[src/common/icache_pkg.sv]
package icache_pkg;

    // One instruction, or one word returned by memory
    typedef logic [31:0] instr_word_t;

    // Request from the fetch unit
    typedef struct packed {
        logic [31:0] address;
        logic        fetch;
        logic        invalidate;
    } fetch_req_t;

    // Answer to the fetch unit
    typedef struct packed {
        instr_word_t instruction;
        logic        valid;
        logic        stall;
    } fetch_rsp_t;

    // Block refill request towards memory
    typedef struct packed {
        // Always aligned to the start of a block
        logic [31:0] address;
        // Single cycle pulse
        logic        request;
    } load_req_t;

    // Refill words of a block come back one at a time in ascending order
    typedef struct packed {
        instr_word_t word;
        logic        valid;
    } load_rsp_t;

endpackage : icache_pkg

[src/hw/instruction_sequencer.sv]
`timescale 1ns/1ns

module instruction_sequencer #(
    parameter int BLOCK_SIZE = 32
) (
    input  logic                                       clk_i,
    input  logic                                       rst_n_i,
    input  logic                                       fetch_i,
    input  logic                                       invalidate_i,
    input  logic [31:0]                                address_i,
    input  icache_pkg::instr_word_t [BLOCK_SIZE/4-1:0] bundle_i,
    input  logic                                       bundle_valid_i,
    output logic                                       bundle_request_o,
    output icache_pkg::instr_word_t                    fetch_rsp_instruction_o,
    output logic                                       fetch_rsp_valid_o
);

    import icache_pkg::*;

    localparam int BLOCK_WORDS = BLOCK_SIZE / 4;
    localparam int OFFSET      = $clog2(BLOCK_WORDS);

    logic [31:0]                   prev_pc_q;

    // Words that follow the last one handed out, head at index 0
    instr_word_t [BLOCK_WORDS-2:0] shift_q;
    logic [OFFSET-1:0]             count_q;

    logic [OFFSET-1:0]             offset;
    logic [BLOCK_WORDS*32-1:0]     bundle_tail;
    logic                          sequential;

    // By the time the bundle arrives the PC register holds the fetch address
    assign offset      = prev_pc_q[OFFSET + 1:2];
    assign bundle_tail = bundle_i >> ((32'(offset) + 32'd1) * 32);

    assign bundle_request_o = (count_q == '0) | (address_i != (prev_pc_q + 32'd4))
                            | invalidate_i;
    assign sequential       = fetch_i & ~bundle_request_o;

    always_ff @(posedge clk_i) begin
        if (!rst_n_i) begin
            prev_pc_q <= '0;
        end else if (fetch_i) begin
            prev_pc_q <= address_i;
        end
    end

    always_ff @(posedge clk_i) begin
        if (bundle_valid_i) begin
            shift_q <= bundle_tail[(BLOCK_WORDS - 1) * 32 - 1:0];
        end else if (sequential) begin
            shift_q <= shift_q >> 32;
        end
    end

    always_ff @(posedge clk_i) begin
        if (!rst_n_i || invalidate_i) begin
            count_q <= '0;
        end else if (bundle_valid_i) begin
            count_q <= OFFSET'(BLOCK_WORDS - 1) - offset;
        end else if (fetch_i) begin
            // A jump drops whatever is left of the old block
            count_q <= bundle_request_o ? '0 : count_q - 1'b1;
        end
    end

    assign fetch_rsp_instruction_o = bundle_valid_i ? bundle_i[offset] : shift_q[0];
    assign fetch_rsp_valid_o       = sequential | bundle_valid_i;

endmodule : instruction_sequencer

[config.mk]
export PLATFORM = sky130hd
export DESIGN_NAME = instruction_sequencer
export DESIGN_NICKNAME = d
export VERILOG_FILES = /design/src/common/icache_pkg.sv /design/src/hw/instruction_sequencer.sv
export SDC_FILE = /design/constraint.sdc
export NUM_CORES = 1
export LEC_CHECK = 0
export BUFFER_PORTS_ARGS = -buffer_cell sky130_fd_sc_hd__buf_2
export CORE_UTILIZATION = 55
export CTS_CLUSTER_DIAMETER = 200
export CTS_CLUSTER_SIZE = 20
export DETAILED_ROUTE_END_ITERATION = 16
export PLACE_DENSITY = 0.91
export SLEW_MARGIN = 20
export SYNTH_ARGS = -nofsm -noshare
export SYNTH_HDL_FRONTEND = slang
export SYNTH_SLANG_ARGS = --single-unit
[constraint.sdc]
create_clock -name clk_i -period 57 [get_ports clk_i]
set_clock_uncertainty 0.2 [all_clocks]
set_input_delay 11.4 -clock clk_i [delete_from_list [all_inputs] [get_ports clk_i]]
set_output_delay 11.4 -clock clk_i [all_outputs]
set_load 0.1 [all_outputs]
==> flow_metrics.tcl <==
set metrics [dict create \
    status "finished clean" \
    dieHeight_um 184 \
    yosys.area.top_type "edfxtp_1" \
    synth_cells 1744 \
    synthesis.nets 2040 \
    tritoncts "yes" \
    drc 0 \
    rows 66 \
    critPathArrivalTime_ns 14.09 \
    syn2layout_area_growth_pct 12.9 \
    grt_max_degree 172 \
    yosys-top-cells-area "edfxtp_1 (37%), mux4_2 (16%), a21oi_1 (5.6%)" \
    hpwlAfterDp_um 33400 \
    antenna_found_initial 10 \
    finalCritPeriodShare 0.451 \
    gp_congestion 0.914 \
    drive_gt1_frac 0.296 \
    power_leakage_nw 7.97 \
    cts.sinks 259 \
    p_int_mw 0.338 \
    gr-usage-all-layers 0.296 \
    path_max_fanout 5 \
    path_delay_family "simple AND/OR/NAND/NOR gates" \
    avgSynthCellArea_sq_um 10.5 \
    clk_path_buf_depth 3 \
    post-route-min-period_ns 25.69 \
    hold_viol 0 \
    postCtsHoldBufs 0 \
    cp.required_ns 45.40 \
    dr.pass1.iters 5 \
    crit_buf_inv 2 \
    yosysSeqAreaShare 0.407 \
    htreeDepth 1 \
    num_vias 15300 \
    p_seq_frac 0.473 \
    clockRootBuffer "clkbuf_16" \
    netlist.area_leader.share 0.369 \
    ir_worst_vdd_mv 0.0152 \
    slew-limit-headroom 0.323 \
    min_path_type "reg2reg" \
    cts_setup_buffers 0 \
    cap_violations 0 \
    viasPerCell 6.30 \
    synth_edf_count 224 \
    async_flop_share 0 \
    mostFrequentLayoutCells "buf_2 (325), edfxtp_1 (224), a21oi_1 (203)" \
    rsz0062_at_grt "false" \
    first_iter_violations 1581 \
    cp-end-kind "output pin" \
    grt_overflow 0 \
    synth_area_sq_mm 0.0182 \
    ant_nets 0 \
    finalSetupViolations 0 \
    start_util 0.559 \
    portBuffers 326 \
    drv_slew 0 \
    grt_pass1_vias 14900 \
    ys.flop_type "edfxtp_1" \
    crit_path_frequent_cell "buf_2" \
    synth-seq-cells 259 \
    crit_type "in2out" \
    hold_slack_ns 0.345 \
    startpoint_type "input pin" \
    slowest_delay_ns 0.54 \
    io_pins 327 \
    fin_util 0.632 \
    switching_share 0.316 \
    nets 2255 \
    synth_cell_type_count 74 \
    fin_setup_tns_ns 0 \
    switchingPower_mw 0.156 \
    grt_pass1_wl_um 79000 \
    clockPowerShare 0.247 \
    path_cells "buf_2 -> nand4b_1 -> a2111oi_0 -> and4_1 -> nand4_1 -> nor4_2 -> nand3_1 -> o21bai_4 -> buf_2" \
    final_common_cell "buf_2" \
    fp.coreArea_sq_mm 0.0326 \
    dieArea_sq_mm 0.0339 \
    cts-buffers-inserted 16 \
    die_w_um 184 \
    cts-resized-gates 0 \
    combPwrFrac 0.280 \
    clkTransAtPathRegs_ns 0.08 \
    clk_latency_ns 0.50 \
    tightest_slew_ns 1.02 \
    fmax_ghz 0.0389 \
    wirelength_um 50600 \
    fillCellCount 2527 \
    slowest_stage "buf_2" \
    powerDensity_mw_per_mm2 24.0 \
    layout_setup_ws_ns 31.31 \
    wire_per_inst_um 20.9 \
    yosysWarnings 0 \
    post-place-ws_ns 31.36 \
]
logic make-up after synthesis:
group | share of synthesized area
buf+inv | 0.0626
simple gates | 0.125
fa+ha+maj | 0.00206
flops | 0.407
xor+xnor | 0.0202
mux | 0.253
compound gates | 0.130
through the flow:
step | power (mW) | instances | instance area, sq um
after global placement | 0.366 | 2380 | 20000
after floorplan | 0.337 | 1744 | 18200
after detailed placement | 0.373 | 2381 | 20100
after global routing | 0.513 | 2418 | 20600
final | 0.494 | 2421 | 20600
after CTS | 0.493 | 2409 | 20500
Yosys cell counts (34+ instances only):
| library cell | count |
|---|---|
| mux2i_1 | 101 |
| a22oi_1 | 34 |
| nor2_1 | 175 |
| inv_1 | 136 |
| nor2b_1 | 67 |
| mux4_2 | 128 |
| edfxtp_1 | 224 |
| dfxtp_1 | 35 |
| mux2_2 | 64 |
| nand2_1 | 117 |
| o22ai_1 | 96 |
| a21oi_1 | 203 |
| clkbuf_1 | 99 |
area by class of cell:
cell class	instances	area [sq um]	share of cell area
antenna	10	25.0	0.00121
clock buffer	27	463	0.0225
clock inverter	1	17.5	0.000850
inverter	136	512	0.0248
multi-input combinational	1203	9720	0.472
sequential	259	7440	0.361
tap	442	553	0.0268
timing repair buffer	343	1870	0.0908
path summary, 6_finish.rpt:
path | from | end | slack (ns) | cells past startpoint
max | address_i[4] | fetch_rsp_valid_o | 31.31 | 9
max reg2reg | prev_pc_q[2]$_SDFFE_PN0P_ | shift_q[110]$_DFFE_PP_ | 51.06 | 11
min | prev_pc_q[31]$_SDFFE_PN0P_ | prev_pc_q[31]$_SDFFE_PN0P_ | 0.35 | 2
min reg2reg | prev_pc_q[31]$_SDFFE_PN0P_ | prev_pc_q[31]$_SDFFE_PN0P_ | 0.35 | 2
power by group through the flow:
stage | sequential (mW) | combinational, mW | clock (mW)
after floorplan | 0.236 | 0.100 | 0
after global placement | 0.236 | 0.130 | 0
after detailed placement | 0.237 | 0.135 | 0
after CTS | 0.233 | 0.136 | 0.124
after global routing | 0.235 | 0.148 | 0.130
final | 0.233 | 0.138 | 0.122
registers in the layout, indices dropped and copies added (netlist names):
name and flops:
shift_q 224, prev_pc_q 32, count_q 3
per-layer routing:
metal  track usage  share of wire  wire length, um  up-vias
li1              -              -                -     6899
met1         0.390           0.39            19500     7392
met2         0.487           0.49            25000      832
met3        0.0535          0.086             4350      137
met4         0.110          0.035             1750        0
met5             0              0                0        -
worst reg2reg max path, cell delays in order, from the launching register on:
cell and delay (ns):
dfxtp_4 0.96, ha_1 0.52, nand4_4 0.23, nor3_1 0.44, nand3_1 0.24, nor4_1 0.41
o211ai_1 0.16, nor4_2 0.24, nand3_1 0.21, o21bai_4 0.26, buf_12 0.58, buf_4 1.06
No activity file was read; power rests on OpenSTA's default activity.
