--- config.mk ---
export PLATFORM = sky130hd
export DESIGN_NAME = fetch_controller
export DESIGN_NICKNAME = d
export VERILOG_FILES = /design/src/common/icache_pkg.sv /design/src/hw/fetch_controller.sv
export SDC_FILE = /design/constraint.sdc
export NUM_CORES = 1
export LEC_CHECK = 0
export BUFFER_PORTS_ARGS = -buffer_cell sky130_fd_sc_hd__buf_2
export CORE_ASPECT_RATIO = 0.8
export CORE_MARGIN = 4
export CORE_UTILIZATION = 40
export CTS_BUF_LIST = sky130_fd_sc_hd__clkbuf_4 sky130_fd_sc_hd__clkbuf_8
export CTS_CLUSTER_DIAMETER = 150
export DETAILED_ROUTE_END_ITERATION = 10
export PLACE_DENSITY = 0.86
export SLEW_MARGIN = 20
export SYNTH_ARGS = -nofsm -noshare
export SYNTH_HDL_FRONTEND = slang
export SYNTH_SLANG_ARGS = --single-unit
--- constraint.sdc ---
create_clock -name clk_i -period 1.8 [get_ports clk_i]
set_input_delay 0.27 -clock clk_i [delete_from_list [all_inputs] [get_ports clk_i]]
set_output_delay 0.27 -clock clk_i [all_outputs]
set_load 0.01 [all_outputs]
--- src/common/icache_pkg.sv ---
package icache_pkg;

    // One instruction, or one word returned by memory
    typedef logic [31:0] instr_word_t;

    // Request from the fetch unit
    typedef struct packed {
        logic [31:0] address;
        logic        fetch;
        logic        invalidate;
    } fetch_req_t;

    // Answer to the fetch unit
    typedef struct packed {
        instr_word_t instruction;
        logic        valid;
        logic        stall;
    } fetch_rsp_t;

    // Block refill request towards memory
    typedef struct packed {
        // Always aligned to the start of a block
        logic [31:0] address;
        // Single cycle pulse
        logic        request;
    } load_req_t;

    // Refill words of a block come back one at a time in ascending order
    typedef struct packed {
        instr_word_t word;
        logic        valid;
    } load_rsp_t;

endpackage : icache_pkg

--- src/hw/fetch_controller.sv ---
`timescale 1ns/1ns

module fetch_controller #(
    parameter int BLOCK_SIZE = 32
) (
    input  logic                      clk_i,
    input  logic                      rst_n_i,
    input  logic                      fetch_i,
    input  logic                      invalidate_i,
    input  logic [31:0]               address_i,
    input  logic                      hit_i,
    input  icache_pkg::load_rsp_t     load_rsp_i,
    output logic                      read_o,
    output logic [31:0]               read_address_o,
    output logic                      tag_write_o,
    output logic [31:0]               write_address_o,
    output logic [BLOCK_SIZE/4-1:0]   bank_write_o,
    output icache_pkg::instr_word_t   bank_word_o,
    output logic                      bundle_valid_o,
    output logic                      stall_o,
    output icache_pkg::load_req_t     load_req_o
);

    localparam int BLOCK_WORDS = BLOCK_SIZE / 4;
    localparam int OFFSET      = $clog2(BLOCK_WORDS);

    localparam logic [1:0] ST_IDLE   = 2'd0;
    localparam logic [1:0] ST_LOOKUP = 2'd1;
    localparam logic [1:0] ST_REFILL = 2'd2;
    localparam logic [1:0] ST_REREAD = 2'd3;

    logic [1:0]        state_q;
    logic [1:0]        state_d;

    // Address of the fetch being served
    logic [31:0]       addr_q;

    // Position of the next refill word inside the block
    logic [OFFSET-1:0] word_cnt_q;

    logic              miss_q;
    logic              abort_q;
    logic              load_pulse_q;
    logic              word_arrived;
    logic              last_word;

    assign word_arrived = (state_q == ST_REFILL) & load_rsp_i.valid;
    assign last_word    = word_arrived & (word_cnt_q == OFFSET'(BLOCK_WORDS - 1));

    always_comb begin
        state_d = state_q;
        case (state_q)
            ST_IDLE: begin
                if (fetch_i) begin
                    state_d = ST_LOOKUP;
                end
            end
            ST_LOOKUP: begin
                state_d = hit_i ? ST_IDLE : ST_REFILL;
            end
            ST_REFILL: begin
                if (last_word) begin
                    state_d = ST_REREAD;
                end
            end
            ST_REREAD: begin
                state_d = ST_LOOKUP;
            end
            default: begin
                state_d = ST_IDLE;
            end
        endcase
    end

    always_ff @(posedge clk_i) begin
        if (!rst_n_i) begin
            state_q      <= ST_IDLE;
            miss_q       <= 1'b0;
            abort_q      <= 1'b0;
            load_pulse_q <= 1'b0;
            word_cnt_q   <= '0;
        end else begin
            state_q      <= state_d;
            load_pulse_q <= (state_q == ST_LOOKUP) & ~hit_i;

            // Miss stays open until the reread finally hits
            if (state_q == ST_LOOKUP) begin
                miss_q <= ~hit_i;
            end

            // A new refill starts clean, an invalidate in the middle spoils it
            if (state_q == ST_LOOKUP) begin
                abort_q <= 1'b0;
            end else if (invalidate_i && (state_q == ST_REFILL)) begin
                abort_q <= 1'b1;
            end

            if (state_q == ST_LOOKUP) begin
                word_cnt_q <= '0;
            end else if (word_arrived) begin
                word_cnt_q <= word_cnt_q + 1'b1;
            end
        end
    end

    always_ff @(posedge clk_i) begin
        if ((state_q == ST_IDLE) && fetch_i) begin
            addr_q <= address_i;
        end
    end

    // First lookup uses the incoming PC, the reread the latched one
    assign read_o         = ((state_q == ST_IDLE) & fetch_i) | (state_q == ST_REREAD);
    assign read_address_o = (state_q == ST_IDLE) ? address_i : addr_q;

    assign write_address_o = addr_q;
    assign bank_word_o     = load_rsp_i.word;
    assign bank_write_o    = word_arrived ? (BLOCK_WORDS'(1) << word_cnt_q) : '0;

    // Tag goes in with the last word unless the block was invalidated meanwhile
    assign tag_write_o = last_word & ~abort_q & ~invalidate_i;

    assign bundle_valid_o = (state_q == ST_LOOKUP) & hit_i;
    assign stall_o        = miss_q & ~bundle_valid_o;

    assign load_req_o.address = {addr_q[31:OFFSET + 2], {(OFFSET + 2){1'b0}}};
    assign load_req_o.request = load_pulse_q;

endmodule : fetch_controller

==> qor.txt, run 1 <==
Outcome: finished, final reports clean
Dpl cell area: 2870 um^2
Via count of the first global-routing pass: 1,691
Chip height: 79.5 um
Core ar.: 6040 um^2
Placed Cells incl. Taps: 359
Die width: 97.3 um
Switching portion of total power: 27.8%
Dpl ws: 0.113 ns
Max Freq: 561 MHz
Worst setup margin: 0.0175 ns
Post-synth EDFFs: 32
Largest fanout on the critical path: 4
Worst vdd ir: 334 uV
Worst skew pair latency: 0.28 ns
Psw: 0.833 mW
CTS H-tree depth: 2
IO Pins: 211
Number of diodes: 0
Register area share after synthesis: 43.9%
Cts-stage hold buffer count: 0
Synth cell types: 28
Antenna-violating nets left: 0
TritonCTS Sinks: 40
Cell taking the most area after synthesis: edfxtp_1
Async set or reset register ratio after synthesis: 0%
Final hold violation count: 0
MaxCap Viol Count: 0
Worst-path clk slew: 0.07 ns
Row cnt: 25
Wirelength per Cell: 16.2 um
DPL Wire Length: 4510 um
Arrival time worst endpoint: 1.51 ns
Cell-internal power: 2.16 mW
Final period utilization: 99.0%
Count leader, synth: buf_4
Iter 0 DRT Violations: 45
Layout Nets: 369
Area growth, synth to finish: 28.1%
Leading post-synthesis cells by cell area: edfxtp_1 38%, buf_4 20%, mux2_4 18%, dfxtp_1 6.3%, ha_1 4.9%
Tmin final: 1.78 ns
Final Power: 2.99 mW
Leakage: 1.59 nW
WL final: 6010 um
HP Class: in2reg
CP Launch Type: register
Clock buffer depth: 2
Clk_skew: 0.00273 ns
Warnings from Yosys: 0
Combinational group share of total power: 37.6%
Worst hold slack: 0.177 ns
Worst path required time: 1.53 ns
PD cells: 916 nW/um^2
Post-synthesis instance total: 200
First-pass GRT wire length: 9060 um
Slew Viols, Final: 0
Seq cells post-synth: 40
Crit path capture type: output pin
First-pass DRT Iterations: 4
Share of the synthesized area in the top cell type: 37.6%
Sequential share of power: 38.5%
RSZ-0062 raised after global routing: true
Synth Flop Type: edfxtp_1
Post-route design area: 3270 um^2
Initial antenna violation count: 0
GRT overflow: 0
Vias per cell: 4.50
Avg Inst Size Synth: 12.8 um^2
Finished Layout Cells: 371
# DRC: 0
Total GRT Usage: 14.7%
TNS Setup: 0 ns
Synth top cells by count: 67 x buf_4, 32 x edfxtp_1, 30 x mux2_4, 10 x ha_1, 10 x nand2_1
Port-buffer cells: 141
CTS tree: built
Layout cells sized above 1: 70.3%
Crit path kind: reg2out
Total Die Area: 7730 um^2
Starting Density: 42.3%
Final setup fails: 0
Clk root buf: clkbuf_8
Mapped cell area: 2550 um^2
Largest net degree at the start of global routing: 33
Clock share of power: 23.9%
Total CTS buffers: 5
Final Wtd Congestion: 0.838
Via count: 1,671
End-of-flow core utilization: 54.2%
[state kept, by name (all words and copies together), names as in the netlist]
register	count
load_pulse_q	1
abort_q	1
write_address_o	32
state_q	2
word_cnt_q	3
miss_q	1
[metal layers]
metal / vias to the layer above / global-route usage (%) / share of wire [%]
li1: 785 / - / -
met1: 775 / 16.6 / 39
met2: 99 / 26.0 / 51
met3: 12 / 5.41 / 9.1
met4: 0 / 4.56 / 1.3
met5: - / 0 / 0
[cell type report]
| class | count | area, um^2 |
|---|---|---|
| fillers | 516 | 2770 |
| multi-input cells | 88 | 908 |
| inverters | 5 | 18.8 |
| flip-flops and latches | 40 | 1130 |
| well taps | 81 | 101 |
| repair buffers | 149 | 1000 |
| clock inverters | 2 | 35.0 |
| clock buffers | 6 | 76.3 |
[cell families (layout without fill, tap and decap cells)]
kind of cell / after synthesis / after routing / synth area share (%)
buffers and inverters: 76 / 162 / 23.2
and+or+nand+nor: 31 / 31 / 6.08
AOI/OAI and AO/OA: 7 / 7 / 2.06
xor gates and xnor gates: 1 / 1 / 0.343
DFF: 40 / 40 / 43.9
muxes: 34 / 34 / 19.3
other: 1 / 5 / 0.147
adders and majority gates: 10 / 10 / 4.90
[power by group through the flow]
stage	Sequential (mW)	Clock [mW]	Combinational, mW
floorplan	1.20	0	0.711
global placement	1.17	0	0.903
detailed placement	1.17	0	0.926
CTS	1.15	0.752	1.06
global route	1.16	0.805	1.20
finish	1.15	0.717	1.13
[worst max-delay path, cell delays in order (launching register included)]
cell,delay [ns]
dfxtp_2,0.35
inv_2,0.05
ha_4,0.19
buf_4,0.16
and2_4,0.14
or2_1,0.20
buf_2,0.14
[cells in the final DEF (no fill, tap or decap)]
| master | synthesis | layout |
|---|---|---|
| xnor2_1 | 1 | 1 |
| dfxtp_1 | 8 | 4 |
| ha_4 | 0 | 3 |
| mux2_4 | 30 | 31 |
| buf_12 | 3 | 3 |
| a21oi_4 | 1 | 1 |
| buf_2 | 0 | 113 |
| clkinv_2 | 0 | 1 |
| and2_4 | 0 | 1 |
| mux2_2 | 2 | 1 |
| clkbuf_4 | 0 | 1 |
| nor2b_4 | 1 | 1 |
| mux2i_1 | 2 | 2 |
| nand2_1 | 10 | 10 |
| a21oi_1 | 3 | 3 |
| bufinv_16 | 0 | 1 |
| clkbuf_8 | 0 | 5 |
| nor3b_2 | 0 | 1 |
| inv_2 | 0 | 2 |
| nand2b_1 | 1 | 1 |
| nor2b_1 | 2 | 2 |
| edfxtp_1 | 32 | 32 |
| ha_2 | 0 | 1 |
| a311oi_1 | 1 | 1 |
| ha_1 | 10 | 6 |
| o21ai_0 | 1 | 1 |
| nand3_1 | 1 | 1 |
| dfxtp_4 | 0 | 1 |
| buf_16 | 0 | 1 |
| buf_4 | 67 | 3 |
| and3_4 | 0 | 1 |
| o211ai_1 | 1 | 1 |
| dfxtp_2 | 0 | 3 |
| buf_6 | 1 | 29 |
| or2_1 | 1 | 1 |
| and3_1 | 2 | 1 |
| conb_1 | 1 | 5 |
| and2_1 | 2 | 2 |
| inv_1 | 5 | 3 |
| nor2_1 | 9 | 9 |
[path summary, 6_finish.rpt]
| kind | from | endpoint | slack, ns | depth (start not counted) |
|---|---|---|---|---|
| min reg2reg | abort_q | abort_q | 0.50 | 2 |
| max reg2reg | state_q[0] | write_address_o[13] | 0.38 | 5 |
| min | address_i[31] | write_address_o[31] | 0.18 | 1 |
| max | state_q[1] | read_o | 0.02 | 6 |
[repair_timing]
action | CTS | global route
setup endpoints to repair | 33 | 36
setup buffers | 4 | 0
gates cloned | 1 | 0
gates resized for setup | 19 | 30
pin swaps | 1 | 1
Note: power is estimated with default switching activity, not from simulation.
==> run 2, diff against run 1 <==
- clock period: 1.8 -> 1.85 ns (I/O delays scaled with it)
==> run 2 against run 1 <==
Worst setup slack got worse by 0.022 ns. The flow now finishes with violations (negative setup slack). Non-clock buffer count rose by 5. Core utilization is 0.35 points lower. Sequential power about the same. Hold slack improved by 0.0013 ns. Global-route usage down 0.13 points. Design area shrank 0.65%. Critical path depth down 1. Clock skew increased by 0.0043 ns. Register-to-register slack better by 0.13 ns.
==> qor.txt, run 2 (same netlist as run 1, synthesis figures left out) <==
GR Util met1: 15.4% (-1.1 points)
Core ar.: 6040 um^2 (unchanged)
Clk root buf: clkbuf_8
First-pass DRT Iterations: 4 (unchanged)
Worst setup margin: -0.00496 ns (-0.0225 ns)
Antenna-violating nets left: 0 (unchanged)
IO Pins: 211 (unchanged)
Outcome: finished with violations
Failing checks: negative setup slack
Crit path kind: reg2out
Die width: 97.3 um (unchanged)
Clock share of power: 20.3% (-3.6 points)
Layout cells sized above 1: 69.8% (-0.51 points)
Final setup fails: 1 (+1)
# DRC: 0 (unchanged)
Layout Nets: 374 (+1.4%)
Initial antenna violation count: 0 (unchanged)
PD cells: 871 nW/um^2 (-4.9%)
Via count of the first global-routing pass: 1,671 (-1.2%)
Met2 GRT Util: 26.2% (+0.21 points)
Port-buffer cells: 141 (unchanged)
Worst hold slack: 0.179 ns (+0.00127 ns)
Final period utilization: 100%
Psw: 0.824 mW (-1.1%)
Worst skew pair latency: 0.29 ns (about the same)
Worst-path clk slew: 0.08 ns (about the same)
CTS H-tree depth: 2 (unchanged)
Met3 layer usage reported by global route: 5.59% (+0.17 points)
Iter 0 DRT Violations: 35 (-22%)
MaxCap Viol Count: 0 (unchanged)
Total CTS buffers: 5 (unchanged)
Max Freq: 539 MHz
CTS tree: built
End-of-flow core utilization: 53.8% (-0.35 points)
Sequential share of power: 39.6% (+1.1 points)
Combinational group share of total power: 40.1% (+2.5 points)
Dpl ws: 0.160 ns (+0.0475 ns)
Chip height: 79.5 um (unchanged)
Final Power: 2.83 mW (-5.5%)
Largest net degree at the start of global routing: 33 (unchanged)
Worst path required time: 1.57 ns (+0.04 ns)
Vias per cell: 4.55 (+0.91%)
Largest fanout on the critical path: 8 (+4)
HP Class: in2reg
Number of diodes: 0 (unchanged)
Leakage: 1.61 nW (+1.5%)
GR peak layer: met2
Commonest non-fill, non-tap cell in the layout: buf_2
Total Die Area: 7730 um^2 (unchanged)
Via count: 1,709 (+2.3%)
First-pass GRT wire length: 8860 um (-2.2%)
Filler instances: 528 (+2.3%)
Cell-internal power: 2.01 mW (-7.2%)
Switching portion of total power: 29.1% (+1.3 points)
Most frequent cells in the layout: 119 x buf_2, 32 x edfxtp_1, 31 x mux2_4
Area growth, synth to finish: 27.3%
Clock buffer depth: 2 (unchanged)
GRT overflow: 0 (unchanged)
WL final: 5980 um (-0.60%)
Row cnt: 25 (unchanged)
Wirelength per Cell: 15.9 um (-1.9%)
Tmin final: 1.85 ns
Final hold violation count: 0 (unchanged)
DPL Wire Length: 4480 um (-0.60%)
Final Wtd Congestion: 0.853 (+1.8%)
Clk_skew: 0.00698 ns (+0.00425 ns)
Total GRT Usage: 14.5% (-0.13 points)
Starting Density: 42.3% (unchanged)
Arrival time worst endpoint: 1.58 ns (+0.07 ns)
TritonCTS Sinks: 40 (unchanged)
CP Launch Type: register
Slew Viols, Final: 0 (unchanged)
Crit path capture type: output pin
Max reg flops: 32 (unchanged)
Worst vdd ir: 286 uV (-14%)
RSZ-0062 raised after global routing: true
[run 2: changes by cell type in the layout (fill, tap and decap cells not counted), moves of 2 or more]
cell | before | now
ha_4 | 3 | 1
buf_4 | 3 | 7
buf_2 | 113 | 119
ha_1 | 6 | 8
buf_6 | 29 | 22
[run 2: final cells by class]
class                           instances  area [um^2]  area share (%)
Sequential cell                        40         1130            34.7
Multi-Input combinational cell         88          878            27.0
Timing Repair Buffer                  154         1040            31.9
Inverter                                5         18.8           0.578
Tap cell                               81          101            3.12
Clock buffer                            6         76.3            2.35
Clock inverter                          2         12.5           0.385
[run 2: worst max-delay path: stages (launching register included)]
cell and delay (ns):
dfxtp_2 0.33, inv_2 0.07, ha_4 0.17, bufbuf_16 0.28
mux2_4 0.30, buf_2 0.14
[run 2: repair_timing]
action	CTS	global route
hold buffers	0	0
pin swaps	1	0
cloned	2	0
resized for setup	18	17
buffers inserted	7	0
setup endpoints to repair	31	33
[run 2: path summary, 6_finish.rpt]
| kind | from | to | slack [ns] | cells after the start |
|---|---|---|---|---|
| worst min-delay path | address_i[31] | write_address_o[31] | 0.18 | 1 |
| worst max-delay path | state_q[1] | read_address_o[8] | -0.005 | 5 |
| worst min register to register | word_cnt_q[1] | word_cnt_q[1] | 0.50 | 2 |
| worst max register to register | state_q[1] | write_address_o[16] | 0.51 | 5 |
[run 2: through the flow]
| stage | instance area, um^2 | std cells | setup TNS [ns] |
|---|---|---|---|
| detailed placement | 2870 | 359 | 0 |
| global placement | 2870 | 359 | 0 |
| CTS | 3170 | 376 | -0.144 |
| finish | 3250 | 376 | -0.00496 |
| floorplan | 2570 | 204 | 0 |
| global route | 3250 | 376 | -1.75 |
[run 2: routing by layer]
layer | up-vias | part of all wire, %
met4 | 0 | 1.8
met1 | 795 | 37
met2 | 105 | 52
met3 | 15 | 9.5
met5 | - | 0
li1 | 794 | -
[run 2: power by group through the flow]
stage | Combinational (mW) | Sequential (mW) | Clock, mW
finish | 1.14 | 1.12 | 0.573
global route | 1.21 | 1.13 | 0.658
CTS | 1.09 | 1.12 | 0.606
detailed placement | 0.895 | 1.14 | 0
global placement | 0.878 | 1.14 | 0
floorplan | 0.692 | 1.17 | 0
==> run 3, diff against run 2 <==
- CORE_UTILIZATION: 40 -> 39
- CTS_BUF_LIST: sky130_fd_sc_hd__clkbuf_4 sky130_fd_sc_hd__clkbuf_8 -> not set
- PLACE_DENSITY: 0.86 -> 0.84
==> run 3 against run 2 <==
The flow now finishes without violations. Via count down 2.1%. Count of clock-buffer cells in the layout unchanged. Core utilization is 3.8 points lower. First-iteration DRC count is 51% higher. Hold slack better by 0.0085 ns. Sequential cell count stayed put. Combinational power decreased by 9%. Worst setup slack better by 0.019 ns. Sequential power barely moved. Routed wire length decreased by 3.0%. Die area up 2.3%.
==> qor.txt, run 3 (same netlist as run 1, synthesis figures left out) <==
Outcome: finished, final reports clean
Initial antenna violation count: 0 (unchanged)
Worst r2r src: state_q[1]
GR Util met1: 15.1% (-0.34 points)
Final setup fails: 0 (-1)
Total CTS buffers: 5 (unchanged)
Reg2Reg Depth: 4 (-1)
Hold path endpoint: write_address_o[31]
Layout Nets: 367 (-1.9%)
TritonCTS Sinks: 40 (unchanged)
Met2 GRT Util: 24.4% (-1.8 points)
Largest fanout on the critical path: 16 (+8)
Clock buffer depth: 2 (unchanged)
Total Die Area: 7910 um^2 (+2.3%)
First-pass DRT Iterations: 4 (unchanged)
Total GRT Usage: 13.7% (-0.84 points)
RR Endpoint: write_address_o[26]
Clk root buf: clkbuf_8
Kind of cell adding the most delay to the critical path: buffers and inverters
Row cnt: 26 (+4.0%)
Worst Path Buf+Inv: 3 (unchanged)
CP max stage cell: dfxtp_4
WL final: 5800 um (-3.0%)
Worst-path clk slew: 0.07 ns (about the same)
Reg-to-reg slack, setup: 0.48 ns (-0.03 ns)
CTS H-tree depth: 2 (unchanged)
Worst vdd ir: 397 uV (+39%)
Port-buffer cells: 141 (unchanged)
Via count: 1,673 (-2.1%)
DPL Wire Length: 4450 um (-0.79%)
Final period utilization: 99.2% (-1.0 points)
TNS Setup: 0 ns (+0.00496 ns)
Crit path kind: reg2out
GRT overflow: 0 (unchanged)
Vias per cell: 4.50 (-1.1%)
CP cell instances: inv_4 -> ha_4 -> buf_12 -> mux2_4 -> buf_6
Worst skew pair latency: 0.28 ns (about the same)
Final Wtd Congestion: 0.864 (+1.2%)
Met3 layer usage reported by global route: 4.69% (-0.90 points)
Final Power: 2.85 mW (+0.65%)
Number of diodes: 0 (unchanged)
Crit path capture type: output pin
HP Class: in2reg
Starting Density: 40.0% (-2.2 points)
Tmin final: 1.84 ns (-0.0191 ns)
Iter 0 DRT Violations: 53 (+51%)
Chip height: 80.4 um (+1.1%)
Die width: 98.5 um (+1.2%)
Max reg flops: 32 (unchanged)
IO Pins: 211 (unchanged)
Layout cells sized above 1: 69.1% (-0.73 points)
Clk_skew: 0.00371 ns (-0.00327 ns)
Wirelength per Cell: 15.6 um (-1.9%)
MaxCap Viol Count: 0 (unchanged)
Final hold violation count: 0 (unchanged)
Most frequent cells in the layout: 118 x buf_2, 32 x mux2_4, 32 x edfxtp_1
Worst path required time: 1.57 ns (about the same)
RSZ-0062 raised after global routing: true
Max Freq: 545 MHz (+1.0%)
End-of-flow core utilization: 50.0% (-3.8 points)
Core ar.: 6380 um^2 (+5.6%)
# DRC: 0 (unchanged)
Arrival time worst endpoint: 1.56 ns (-0.02 ns)
GR peak layer: met2
Commonest non-fill, non-tap cell in the layout: buf_2
Via count of the first global-routing pass: 1,660 (-0.66%)
Largest net degree at the start of global routing: 18 (-45%)
Antenna-violating nets left: 0 (unchanged)
PD cells: 893 nW/um^2 (+2.6%)
CTS tree: built
Leakage: 1.57 nW (-2.7%)
CP Launch Type: register
Hold path depth: 1 (unchanged)
Worst min-delay path startpoint: address_i[31]
Crit-path max cell delay: 0.37 ns (+0.04 ns)
Area growth, synth to finish: 24.9%
First-pass GRT wire length: 8540 um (-3.6%)
Slew Viols, Final: 0 (unchanged)
run 3: changes by cell type in the layout (fill, tap and decap cells not counted), sizes merged:
cell	previous run	this run
buf	153	147
bufbuf	1	0
bufinv	0	1
clkinvlp	1	0
run 3: repair_timing:
action	4_1_cts	5_1_grt
resized for setup	22	16
hold buffers	0	0
buffers inserted	0	0
pin swaps	1	0
setup endpoints to repair	33	29
cloned	1	0
run 3: cell type report:
cell class                 count  area [um^2]
fill                         554         3190
multi-input combinational     88          886
inverter                       5         21.3
sequential                    40         1130
clock inverter                 2         35.0
clock buffer                   6         72.6
tap                           84          105
timing repair buffer         147          940
run 3: worst max path at each step:
stage	slack, ns	cells past startpoint	from	end
floorplan	0.15	5	state_q[0]	read_o
global placement	0.28	5	state_q[0]	read_address_o[0]
detailed placement	0.23	5	state_q[0]	read_address_o[31]
CTS	-0.009	5	state_q[1]	read_address_o[16]
global route	-0.05	5	state_q[0]	read_address_o[16]
finish	0.01	5	state_q[1]	read_address_o[16]
run 3: power breakdown:
part           switching (mW)  internal (mW)  total [mW]
sequential             0.0530           1.07        1.12
clock                   0.281          0.400       0.681
combinational           0.462          0.583        1.04
total                   0.795           2.05        2.85
run 3: layer usage:
layer | part of all wire [%] | wire length, um
met3 | 8.5 | 493
met4 | 1.8 | 105
met1 | 38 | 2230
met2 | 51 | 2970
met5 | 0 | 0
run 3: through the flow:
step | area, um^2 | hold WS [ns] | worst slack (ns) | cells
floorplan | 2570 | 0.376 | 0.149 | 204
global placement | 2870 | 0.464 | 0.278 | 363
detailed placement | 2870 | 0.466 | 0.231 | 363
CTS | 3110 | 0.173 | -0.00856 | 372
global route | 3190 | 0.164 | -0.0532 | 372
finish | 3190 | 0.187 | 0.0142 | 372
